### src/hw/rvfi_trace_pkg.sv
// Shared types, sizes, register offsets and bus structs for the trace monitor
// Modules take what they need by a wildcard import inside their body

package rvfi_trace_pkg;

  ////////////////////////////////////////////////////////////
  // Widths that carry a meaning
  ////////////////////////////////////////////////////////////
  typedef logic [31:0] pc_t;
  typedef logic [15:0] line_t;
  typedef logic [7:0]  func_t;
  typedef logic [31:0] cnt_t;
  typedef logic [7:0]  apb_addr_t;
  typedef logic [31:0] apb_data_t;

  // Address table size
  localparam int unsigned MAP_ENTRIES = 16;
  typedef logic [3:0] map_idx_t;

  // Record FIFO size, fill level needs one bit more than the pointers
  localparam int unsigned FIFO_DEPTH = 8;
  typedef logic [3:0] fifo_cnt_t;
  typedef logic [2:0] fifo_ptr_t;

  // Line number reported for an address missing from the table
  localparam line_t LINE_UNKNOWN = '1;

  ////////////////////////////////////////////////////////////
  // Structs
  ////////////////////////////////////////////////////////////
  typedef struct packed {
    logic  hit;
    func_t func;
    line_t line;
    pc_t   pc;
  } trace_rec_t;

  typedef struct packed {
    logic      psel;
    logic      penable;
    logic      pwrite;
    apb_addr_t paddr;
    apb_data_t pwdata;
  } apb_req_t;

  typedef struct packed {
    apb_data_t prdata;
    logic      pready;
    logic      pslverr;
  } apb_rsp_t;

  // Register offsets
  localparam apb_addr_t REG_CTRL     = 8'h00;
  localparam apb_addr_t REG_STATUS   = 8'h04;
  localparam apb_addr_t REG_MAP_IDX  = 8'h08;
  localparam apb_addr_t REG_MAP_PC   = 8'h0C;
  localparam apb_addr_t REG_MAP_INFO = 8'h10;
  localparam apb_addr_t REG_REC_INFO = 8'h14;
  localparam apb_addr_t REG_REC_PC   = 8'h18;
  localparam apb_addr_t REG_RETIRED  = 8'h1C;
  localparam apb_addr_t REG_UNKNOWN  = 8'h20;

endpackage
### src/hw/rvfi_trace_top.sv
// Top level of the retirement trace monitor
// Connects the lookup table, the record FIFO and the APB registers

`timescale 1ns/1ps

module rvfi_trace_top (
  input  logic                     clk,
  input  logic                     arst_n,
  // Core retirement port, no back-pressure
  input  logic                     rvfi_valid,
  input  rvfi_trace_pkg::pc_t      rvfi_pc_rdata,
  // Software access
  input  rvfi_trace_pkg::apb_req_t apb_req,
  output rvfi_trace_pkg::apb_rsp_t apb_rsp
);

  import rvfi_trace_pkg::*;

  ////////////////////////////////////////////////////////////
  // Internal wiring
  ////////////////////////////////////////////////////////////

  // Table control
  logic     capture_en;
  logic     map_clear;
  logic     map_we;
  map_idx_t map_idx;
  pc_t      map_pc;
  func_t    map_func;
  line_t    map_line;

  // Record path
  logic       rec_valid;
  trace_rec_t rec;
  trace_rec_t head;

  // FIFO status and control
  fifo_cnt_t fill;
  logic      empty;
  logic      full;
  logic      overflow;
  logic      rec_pop;
  logic      ovf_clear;

  // Counters
  cnt_t retired_cnt;
  cnt_t unknown_cnt;

  // PC lookup and record generation
  rvfi_trace_map u_map (
    .clk           (clk),
    .arst_n        (arst_n),
    .rvfi_valid    (rvfi_valid),
    .rvfi_pc_rdata (rvfi_pc_rdata),
    .capture_en    (capture_en),
    .map_clear     (map_clear),
    .map_we        (map_we),
    .map_idx       (map_idx),
    .map_pc        (map_pc),
    .map_func      (map_func),
    .map_line      (map_line),
    .rec_valid     (rec_valid),
    .rec           (rec),
    .retired_cnt   (retired_cnt),
    .unknown_cnt   (unknown_cnt)
  );

  // Record queue
  trace_fifo u_fifo (
    .clk       (clk),
    .arst_n    (arst_n),
    .push      (rec_valid),
    .wdata     (rec),
    .pop       (rec_pop),
    .ovf_clear (ovf_clear),
    .head      (head),
    .fill      (fill),
    .empty     (empty),
    .full      (full),
    .overflow  (overflow)
  );

  // Register block
  trace_apb_regs u_regs (
    .clk         (clk),
    .arst_n      (arst_n),
    .apb_req     (apb_req),
    .apb_rsp     (apb_rsp),
    .retired_cnt (retired_cnt),
    .unknown_cnt (unknown_cnt),
    .head        (head),
    .fill        (fill),
    .empty       (empty),
    .full        (full),
    .overflow    (overflow),
    .capture_en  (capture_en),
    .map_clear   (map_clear),
    .map_we      (map_we),
    .map_idx     (map_idx),
    .map_pc      (map_pc),
    .map_func    (map_func),
    .map_line    (map_line),
    .rec_pop     (rec_pop),
    .ovf_clear   (ovf_clear)
  );

endmodule

### src/hw/trace_apb_regs.sv
// APB register block of the trace monitor
// Holds control state, issues table and FIFO strobes and muxes read data

`timescale 1ns/1ps

module trace_apb_regs (
  input  logic                       clk,
  input  logic                       arst_n,
  // Software bus
  input  rvfi_trace_pkg::apb_req_t   apb_req,
  output rvfi_trace_pkg::apb_rsp_t   apb_rsp,
  // Status from the map and the FIFO
  input  rvfi_trace_pkg::cnt_t       retired_cnt,
  input  rvfi_trace_pkg::cnt_t       unknown_cnt,
  input  rvfi_trace_pkg::trace_rec_t head,
  input  rvfi_trace_pkg::fifo_cnt_t  fill,
  input  logic                       empty,
  input  logic                       full,
  input  logic                       overflow,
  // Table control
  output logic                       capture_en,
  output logic                       map_clear,
  output logic                       map_we,
  output rvfi_trace_pkg::map_idx_t   map_idx,
  output rvfi_trace_pkg::pc_t        map_pc,
  output rvfi_trace_pkg::func_t      map_func,
  output rvfi_trace_pkg::line_t      map_line,
  // FIFO control
  output logic                       rec_pop,
  output logic                       ovf_clear
);

  import rvfi_trace_pkg::*;

  logic      access;
  logic      addr_ok;
  logic      wr_en;
  logic      rd_en;
  apb_data_t rdata;

  ////////////////////////////////////////////////////////////
  // Decode
  ////////////////////////////////////////////////////////////

  // Second phase of the transfer with no wait states
  assign access = apb_req.psel & apb_req.penable;

  always_comb begin
    case (apb_req.paddr)
      REG_CTRL, REG_STATUS, REG_MAP_IDX, REG_MAP_PC, REG_MAP_INFO,
      REG_REC_INFO, REG_REC_PC, REG_RETIRED, REG_UNKNOWN: addr_ok = 1'b1;
      default: addr_ok = 1'b0;
    endcase
  end

  // Unmapped offsets never reach the strobes below
  assign wr_en = access & addr_ok & apb_req.pwrite;
  assign rd_en = access & addr_ok & ~apb_req.pwrite;

  ////////////////////////////////////////////////////////////
  // Control registers
  ////////////////////////////////////////////////////////////

  always_ff @(posedge clk or negedge arst_n) begin
    if (!arst_n) begin
      capture_en <= 1'b0;
      map_idx    <= '0;
      map_pc     <= '0;
    end else if (wr_en) begin
      case (apb_req.paddr)
        REG_CTRL:    capture_en <= apb_req.pwdata[0];
        REG_MAP_IDX: map_idx    <= apb_req.pwdata[3:0];
        REG_MAP_PC:  map_pc     <= apb_req.pwdata;
        default: ;
      endcase
    end
  end

  // One-cycle strobes that act at the edge ending the access cycle
  assign map_clear = wr_en & (apb_req.paddr == REG_CTRL) & apb_req.pwdata[1];
  assign ovf_clear = wr_en & (apb_req.paddr == REG_CTRL) & apb_req.pwdata[2];
  assign map_we    = wr_en & (apb_req.paddr == REG_MAP_INFO);

  // Entry payload comes straight from the commit write
  assign map_line = apb_req.pwdata[15:0];
  assign map_func = apb_req.pwdata[23:16];

  // Reading the PC word consumes the head record
  assign rec_pop = rd_en & (apb_req.paddr == REG_REC_PC) & ~empty;

  ////////////////////////////////////////////////////////////
  // Read data
  ////////////////////////////////////////////////////////////

  always_comb begin
    rdata = '0;
    case (apb_req.paddr)
      REG_CTRL:    rdata[0]   = capture_en;
      REG_STATUS:  rdata[6:0] = {overflow, full, empty, fill};
      REG_MAP_IDX: rdata[3:0] = map_idx;
      REG_MAP_PC:  rdata      = map_pc;
      // Record words read as zero while nothing is queued
      REG_REC_INFO: begin
        if (!empty) begin
          rdata[24:0] = {head.hit, head.func, head.line};
        end
      end
      REG_REC_PC: begin
        if (!empty) begin
          rdata = head.pc;
        end
      end
      REG_RETIRED: rdata = retired_cnt;
      REG_UNKNOWN: rdata = unknown_cnt;
      default:     rdata = '0;
    endcase
  end

  assign apb_rsp.prdata  = rd_en ? rdata : '0;
  assign apb_rsp.pready  = 1'b1;
  assign apb_rsp.pslverr = access & ~addr_ok;

endmodule

### src/hw/rvfi_trace_map.sv
// PC-to-source lookup table with per-retirement trace record generation
// Table is loaded through the register block, records feed the trace FIFO

`timescale 1ns/1ps

module rvfi_trace_map (
  input  logic                    clk,
  input  logic                    arst_n,
  // Retirement port from the core
  input  logic                    rvfi_valid,
  input  rvfi_trace_pkg::pc_t     rvfi_pc_rdata,
  // Control from the register block
  input  logic                    capture_en,
  input  logic                    map_clear,
  input  logic                    map_we,
  input  rvfi_trace_pkg::map_idx_t map_idx,
  input  rvfi_trace_pkg::pc_t     map_pc,
  input  rvfi_trace_pkg::func_t   map_func,
  input  rvfi_trace_pkg::line_t   map_line,
  // Record towards the FIFO
  output logic                    rec_valid,
  output rvfi_trace_pkg::trace_rec_t rec,
  // Event counters
  output rvfi_trace_pkg::cnt_t    retired_cnt,
  output rvfi_trace_pkg::cnt_t    unknown_cnt
);

  import rvfi_trace_pkg::*;

  // One table slot
  typedef struct packed {
    pc_t   pc;
    func_t func;
    line_t line;
  } map_entry_t;

  map_entry_t             tbl [MAP_ENTRIES];
  logic [MAP_ENTRIES-1:0] tbl_valid;

  logic     hit;
  map_idx_t hit_idx;

  ////////////////////////////////////////////////////////////
  // Table storage
  ////////////////////////////////////////////////////////////

  // Entry payload, written on commit
  always_ff @(posedge clk) begin
    if (map_we) begin
      tbl[map_idx] <= '{pc: map_pc, func: map_func, line: map_line};
    end
  end

  // Valid bits, clear-map drops everything first
  // A commit in the same cycle as a clear still lands
  always_ff @(posedge clk or negedge arst_n) begin
    if (!arst_n) begin
      tbl_valid <= '0;
    end else begin
      if (map_clear) begin
        tbl_valid <= '0;
      end
      if (map_we) begin
        tbl_valid[map_idx] <= 1'b1;
      end
    end
  end

  ////////////////////////////////////////////////////////////
  // Parallel lookup
  ////////////////////////////////////////////////////////////

  // Walk downwards so the lowest matching index is the one kept
  // Uses the table contents before any commit at this edge
  always_comb begin
    hit     = 1'b0;
    hit_idx = '0;
    for (int i = MAP_ENTRIES - 1; i >= 0; i--) begin
      if (tbl_valid[i] && (tbl[i].pc == rvfi_pc_rdata)) begin
        hit     = 1'b1;
        hit_idx = map_idx_t'(i);
      end
    end
  end

  // Record is captured by the FIFO at the retirement edge
  assign rec_valid = rvfi_valid & capture_en;

  always_comb begin
    rec.hit  = hit;
    rec.pc   = rvfi_pc_rdata;
    // Misses carry the sentinel line and function id zero
    rec.func = hit ? tbl[hit_idx].func : '0;
    rec.line = hit ? tbl[hit_idx].line : LINE_UNKNOWN;
  end

  ////////////////////////////////////////////////////////////
  // Counters
  ////////////////////////////////////////////////////////////

  // Count whether or not the FIFO accepts the record
  always_ff @(posedge clk or negedge arst_n) begin
    if (!arst_n) begin
      retired_cnt <= '0;
      unknown_cnt <= '0;
    end else if (rec_valid) begin
      retired_cnt <= retired_cnt + 1'b1;
      if (!hit) begin
        unknown_cnt <= unknown_cnt + 1'b1;
      end
    end
  end

endmodule

### src/hw/trace_fifo.sv
// Circular buffer for trace records, drained by software over APB
// Drops records when full and flags this with a sticky overflow bit

`timescale 1ns/1ps

module trace_fifo (
  input  logic                       clk,
  input  logic                       arst_n,
  input  logic                       push,
  input  rvfi_trace_pkg::trace_rec_t wdata,
  input  logic                       pop,
  input  logic                       ovf_clear,
  output rvfi_trace_pkg::trace_rec_t head,
  output rvfi_trace_pkg::fifo_cnt_t  fill,
  output logic                       empty,
  output logic                       full,
  output logic                       overflow
);

  import rvfi_trace_pkg::*;

  trace_rec_t mem [FIFO_DEPTH];
  fifo_ptr_t  wr_ptr;
  fifo_ptr_t  rd_ptr;
  logic       do_pop;
  logic       do_push;

  assign empty = (fill == '0);
  assign full  = (fill == fifo_cnt_t'(FIFO_DEPTH));

  // Pop goes first, so a full buffer still accepts a push during a pop
  assign do_pop  = pop & ~empty;
  assign do_push = push & (~full | do_pop);

  assign head = mem[rd_ptr];

  // Record slots
  always_ff @(posedge clk) begin
    if (do_push) begin
      mem[wr_ptr] <= wdata;
    end
  end

  // Pointers wrap naturally at depth 8
  always_ff @(posedge clk or negedge arst_n) begin
    if (!arst_n) begin
      wr_ptr   <= '0;
      rd_ptr   <= '0;
      fill     <= '0;
      overflow <= 1'b0;
    end else begin
      if (do_push) begin
        wr_ptr <= wr_ptr + 1'b1;
      end
      if (do_pop) begin
        rd_ptr <= rd_ptr + 1'b1;
      end
      if (do_push && !do_pop) begin
        fill <= fill + 1'b1;
      end else if (do_pop && !do_push) begin
        fill <= fill - 1'b1;
      end
      // Sticky until software clears it, a new drop wins over the clear
      if (ovf_clear) begin
        overflow <= 1'b0;
      end
      if (push && !do_push) begin
        overflow <= 1'b1;
      end
    end
  end

endmodule

### config.mk
export PLATFORM = sky130hd
export DESIGN_NAME = rvfi_trace_top
export DESIGN_NICKNAME = d
export VERILOG_FILES = /design/src/hw/rvfi_trace_pkg.sv /design/src/hw/rvfi_trace_top.sv /design/src/hw/trace_apb_regs.sv /design/src/hw/rvfi_trace_map.sv /design/src/hw/trace_fifo.sv
export SDC_FILE = /design/constraint.sdc
export NUM_CORES = 2
export LEC_CHECK = 0
export BUFFER_PORTS_ARGS = -buffer_cell sky130_fd_sc_hd__buf_4
export CORE_MARGIN = 2
export CORE_UTILIZATION = 30
export DETAILED_ROUTE_END_ITERATION = 7
export PLACE_DENSITY = 0.51
export SLEW_MARGIN = 30
export SYNTH_ARGS = -nofsm -noshare
export SYNTH_HDL_FRONTEND = slang
export SYNTH_SLANG_ARGS = --single-unit
### constraint.sdc
create_clock -name clk -period 20.4 [get_ports clk]
set_input_delay 1.02 -clock clk [delete_from_list [all_inputs] [get_ports clk]]
set_output_delay 1.02 -clock clk [all_outputs]
set_load 0.05 [all_outputs]
# Word level (Yosys, flattened, before mapping)

Memories as Yosys holds them, arrays and structs flattened.
Index checks and enable logic that the tools add are counted.

Output and inout port bits: 34
Word-level logic and storage cells: 152
Memories kept: 2
Bits of input ports: 78
Memory bits (writable): 1352
Register bits: 128

Magnitude comparators: 2
Equality and inequality tests: 25
Mux-type cells: 55
Reductions and logical operators: 31
Add/sub/neg operators: 6
Bitwise operators: 21

Memory list:

| memory     | words | width | rd ports | clocked after memory_dff | write ports | line                 | text |
|---|---|---|---|---|---|---|---|
| u_map.tbl  | 16    | 56    | 17       | 0                        | 1           | rvfi_trace_map.sv:37 | `map_entry_t tbl [MAP_ENTRIES];` |
| u_fifo.mem | 8     | 57    | 1        | 0                        | 1           | trace_fifo.sv:22     | `trace_rec_t mem [FIFO_DEPTH];` |

Operators by type and width:

| kind                                          | count |
|---|---|
| == test 32 bit                                | 16 |
| case mux 18 bit (5 select lines)              | 1 |
| 2-to-1 mux 4 bit                              | 18 |
| adder 32 x 1 -> 32 bit, second input constant | 2 |
| 2-to-1 mux 32 bit                             | 2 |
| 2-to-1 mux 16 bit                             | 3 |
| == test 8 x 5 -> 1 bit, second input constant | 4 |
| case mux 7 bit (4 select lines)               | 1 |
| 2-to-1 mux 25 bit                             | 1 |
| 2-to-1 mux 1 bit                              | 24 |
| case mux 3 bit (7 select lines)               | 1 |
| logical AND 1 bit                             | 20 |
| case mux 3 bit (6 select lines)               | 1 |
| == test 8 x 4 -> 1 bit, second input constant | 2 |
| OR 16 bit                                     | 1 |
| bitwise AND 1 bit                             | 14 |
| OR reduction 9 bit                            | 1 |
| == test 8 x 3 -> 1 bit, second input constant | 1 |
| == test 8 x 6 -> 1 bit, second input constant | 1 |
| logical NOT 8 bit                             | 1 |
| 2-to-1 mux 8 bit                              | 1 |
| case mux 1 bit (8 select lines)               | 1 |
| AND reduction 2 bit                           | 4 |
| adder 3 x 1 -> 3 bit, second input constant   | 2 |
| 11 further kinds                              | 17 |

# Logic depth before layout (Yosys ltp)

An unclocked memory read counts as a cell.

Word-level depth: 21
Gate-level depth with buffers: 16

# Hierarchy

From an unflattened synthesis, not the netlist that was laid out.

Cell total of the unflattened synthesis: 3787
Area, all modules: 63000.4 sq um

Modules (own cells, without submodules):

| module         | area an instance (sq um) | cells an instance | instances |
|---|---|---|---|
| rvfi_trace_map | 41851.4                  | 2669              | 1 |
| trace_fifo     | 17778.3                  | 727               | 1 |
| trace_apb_regs | 3370.7                   | 391               | 1 |

# Least setup slack after synthesis

OpenSTA, ideal clock, no wires.

Path kind: in2reg
Start: in apb_req[36] in the netlist's numbering
End: mem u_fifo.mem[2][0] in the netlist's numbering (enable)
Stages: 9
Setup slack: 12481 ps
Buffers on the path: 1
Data arrival time: 7366 ps
Cell sequence: nor4b_1 > and2_1 > clkbuf_1 > nor2_1 > nor3_1 > nand2_1 > a31oi_1 > nand2b_1 > nor3b_1

Word-level cells in the longest chain between the ends: 12

Ends and longest elaborated chain:

| what                                                 | line                 | text |
|---|---|---|
| start, declared                                      | rvfi_trace_top.sv:13 | `input rvfi_trace_pkg::apb_req_t apb_req,` |
| == test 8 x 3 -> 1 bit, or another cell as far along | trace_apb_regs.sv:49 | `case (apb_req.paddr)` |
| OR reduction 9 bit                                   | trace_apb_regs.sv:49 |  |
| 2-to-1 mux 1 bit                                     | trace_apb_regs.sv:49 |  |
| bitwise AND 1 bit (2 in a row)                       | trace_apb_regs.sv:58 | `assign rd_en = access & addr_ok & ~apb_req.pwrite;` |
| bitwise AND 1 bit (*) (2 in a row)                   | trace_apb_regs.sv:89 | `assign rec_pop = rd_en & (apb_req.paddr == REG_REC_PC) & ~empty;` |
| bitwise AND 1 bit (*)                                | trace_fifo.sv:32     | `assign do_pop = pop & ~empty;` |
| OR 1 bit (*)                                         | trace_fifo.sv:33     | `assign do_push = push & (~full \| do_pop);` |
| bitwise AND 1 bit (*)                                | trace_fifo.sv:33     |  |
| net u_fifo.do_push                                   | trace_fifo.sv:26     | `logic do_push;` |
| 2-to-1 mux 1 bit (*)                                 | trace_fifo.sv:39     | `if (do_push) begin` |
| 2-to-1 mux 1 bit (not written as such) (*)           | trace_fifo.sv:40     | `mem[wr_ptr] <= wdata;` |
| end, declared                                        | trace_fifo.sv:22     |  |

Mark *: on every way through the listed nets, which the timed path passes. The rest lies on a longest branch.

==> flow_metrics.py <==
metrics = {
    "setup_path": {
        "crit_top_cell": "buf_4",
        "critPathRequiredTime_ps": 20930,
        "path_class": "in -> reg",
        "worst_ep_arrival_time_ps": 7060,
        "crit_chain": "buf_4 -> xor2_1 -> nor4_1 -> nand4_1 -> or4_1 -> nand2_1 -> o21a_4 -> buf_4 -> buf_4 -> mux2i_1 -> mux2i_1 -> o22ai_1 -> nor2_1",
        "cpMaxStageDelayCell": "buf_4",
        "cp-start-kind": "primary input",
        "cp-end-kind": "register",
        "critPathMaxFanout": 54,
        "max_stage_delay_ps": 810,
    },
    "status": {
        "status": "finished, final reports clean",
    },
    "floorplan": {
        "dieWidth_um": 453,
        "ioPinCount": 112,
        "rows": 164,
        "die_area_um2": 205000,
        "fp.dieH_um": 453,
        "fp.coreArea_um2": 200000,
        "start_util": 0.302,
    },
    "place": {
        "place_inst": 6135,
        "hpwl_mm": 114,
        "finalWeightedCongestion": 0.846,
        "port_buffers": 110,
    },
    "routing": {
        "first_pass_iters": 6,
        "avgRoutedWirePerCell_um": 29.5,
        "highest_layer": "met5",
        "met1_length_mm": 83.0,
        "drt_iter0_markers": 3813,
        "drc": 0,
        "dr_wl_met3_mm": 9.72,
        "wl_met2_mm": 89.7,
        "drt-total-wl_mm": 189,
        "viasPerCell": 5.03,
        "num_vias": 32265,
        "ant_nets": 0,
    },
    "finish": {
        "areaGrowthSynthToFinish_pct": 15.4,
        "utilization": 0.349,
        "fin_cells": 6418,
        "mostFrequentLayoutCells": "1352 x edfxtp_1, 394 x xor2_1, 275 x mux2i_1, 198 x buf_4, 187 x xnor2_1",
        "nets": 3722,
        "fillers": 18936,
        "final_common_cell": "edfxtp_1",
        "drive_gt1_frac": 0.175,
    },
    "synth": {
        "avgSynthCellArea_um2": 17.6,
        "yosys_warnings": 0,
        "synth_edf_count": 1352,
        "syn_inst": 3435,
        "synthMuxAreaShare": 0.101,
        "synthArstFlopShare": 0.0865,
        "synthFlopType": "edfxtp_1",
        "yosys_register_bits": 1480,
        "netlist_area_um2": 60400,
        "yosys.area_share.simple": 0.0450,
        "yosys.cell_types.count": 69,
        "synth_top_family_by_area": "multiplexers",
        "synth_compound_area_frac": 0.0258,
        "syn-num-nets": 3521,
        "ys_seq_area_frac": 0.725,
        "synth_xor_area_frac": 0.0842,
        "synth_fa_ha_area_frac": 0.00178,
    },
    "cts": {
        "htree_levels": 4,
        "cts_resized": 0,
        "clkLatencyLatePin_ps": 800,
        "cts_buffers": 154,
        "cts.clk_slew.worst_paths_ps": 60,
        "cts_tree": "yes",
        "cts_sinks": 1480,
        "cts_hold_buffers": 0,
        "cts_root_buffer": "clkbuf_16",
        "clk_path_buf_depth": 3,
        "cts_setup_buffers": 0,
    },
    "timing": {
        "setup_viol": 0,
        "finalSetupTns_ps": 0,
        "tightest_slew_ps": 1060,
        "skew_ps": 21.0,
        "hold_viol_final": 0,
        "finalCritPeriodShare": 0.320,
        "finalCriticalPeriod_ps": 6530,
        "slew_headroom": 0.270,
        "max_freq_mhz": 153,
        "drv_slew": 0,
        "holdWs_ps": 305,
        "rsz0062_at_grt": "no",
    },
    "power": {
        "p_leak_nw": 24.2,
        "vdd.ir_drop.worst_mv": 0.0692,
        "power_density_nw_per_um2": 88.9,
    },
    "hold_path": {
        "hp-class": "in -> async",
    },
    "grt": {
        "track_usage": 0.182,
        "overflow": 0,
        "grt_pass1_vias": 31723,
        "grt_max_degree": 74,
        "grt_first_pass_wirelength_mm": 261,
        "antenna_found_initial": 12,
    },
    "flow_run": {
        "drv_cap": 0,
    },
}
==> path summary, 6_finish.rpt <==
kind / from / end / slack (ps) / cells past startpoint
max in group asynchronous: arst_n / u_regs.map_pc[2]$_DFFE_PN0P_ / 18850 / 2
worst min register to register: u_map.tbl_valid[12]$_DFF_PN0_ / u_map.tbl_valid[12]$_DFF_PN0_ / 470 / 1
worst max-delay path: rvfi_pc_rdata[26] / u_fifo.mem[5][41]$_DFFE_PP_ / 13870 / 13
worst max register to register: u_map.tbl[3][50]$_DFFE_PP_ / u_fifo.mem[5][41]$_DFFE_PP_ / 14260 / 12
worst min-delay path: arst_n / u_map.tbl_valid[12]$_DFF_PN0_ / 310 / 1
min in group clk: u_map.tbl_valid[12]$_DFF_PN0_ / u_map.tbl_valid[12]$_DFF_PN0_ / 470 / 1
==> kinds of logic (layout without fill, tap and decap cells) <==
logic type      count (synthesis)  after routing
other cells                     1              2
mux                           450            450
simple gates                  509            509
xor+xnor                      581            581
flops                        1480           1480
compound gates                222            222
buf+inv                       184            510
fa+ha+maj                       8              8
==> final cells by class <==
| class | count | area [um2] | share of cell area |
|---|---|---|---|
| multi-input cells | 1771 | 15800 | 0.226 |
| well taps | 2656 | 3320 | 0.0477 |
| inverters | 15 | 56.3 | 0.000808 |
| flip-flops and latches | 1480 | 43800 | 0.629 |
| diodes | 1 | 2.50 | 0.0000359 |
| repair buffers | 214 | 1810 | 0.0259 |
| clock inverters | 70 | 713 | 0.0102 |
| clock buffers | 211 | 4180 | 0.0600 |
==> per-layer routing <==
| metal | up-vias | GRT usage |
|---|---|---|
| met5 | - | 0 |
| met4 | 10 | 0.0633 |
| met3 | 253 | 0.0267 |
| met2 | 1055 | 0.295 |
| met1 | 17266 | 0.250 |
| li1 | 13681 | - |
==> synthesized netlist by cell type (all sizes together) (18+ instances only) <==
cell type     n  share of area
edfxtp     1352           0.67
xor2        394          0.057
mux2i       276          0.046
xnor2       187          0.027
dfrtp       128          0.053
buf         120          0.014
mux4        120          0.045
nand2       109         0.0068
nor4         98          0.011
nor2         71         0.0045
nand3        61         0.0051
mux2         54          0.010
o22ai        50         0.0052
clkbuf       49         0.0031
nand4        49         0.0051
a21oi        39         0.0032
nor3         32         0.0027
o21ai        32         0.0027
a222oi       30         0.0050
nand2b       22         0.0023
and3         21         0.0022
a21o         18         0.0022
==> state kept, by name (all words and copies together), names as in the netlist, 4 cells and up <==
signal	count
u_map.tbl	896
u_fifo.mem	456
u_map.retired_cnt	32
u_map.unknown_cnt	32
u_regs.map_pc	32
u_map.tbl_valid	16
u_fifo.fill	4
u_regs.map_idx	4
==> through the flow <==
stage / setup WS [ps] / power, mW / area [um2]
after detailed placement: 13070 / 3.49 / 64800
after floorplan: 12480 / 3.42 / 60400
after global routing: 13630 / 6.38 / 69700
final: 13870 / 6.20 / 69700
after global placement: 12670 / 3.49 / 64500
after CTS: 13930 / 6.25 / 69700
==> report_power, final <==
group          switching, mW  leakage (nW)  internal [mW]
clock network           1.20          2.38           1.57
logic                  0.105          6.25         0.0380
registers           0.000423          15.6           3.28
total                   1.30          24.2           4.89
==> critical path: cells and delay by family <==
family                    cells  cell delay [ps]
AOI/OAI and AO/OA             2              720
xor gates and xnor gates      1              140
buffers and inverters         3             1890
muxes                         2              350
and+or+nand+nor               5             2700
No activity file was read; power rests on OpenSTA's default activity.
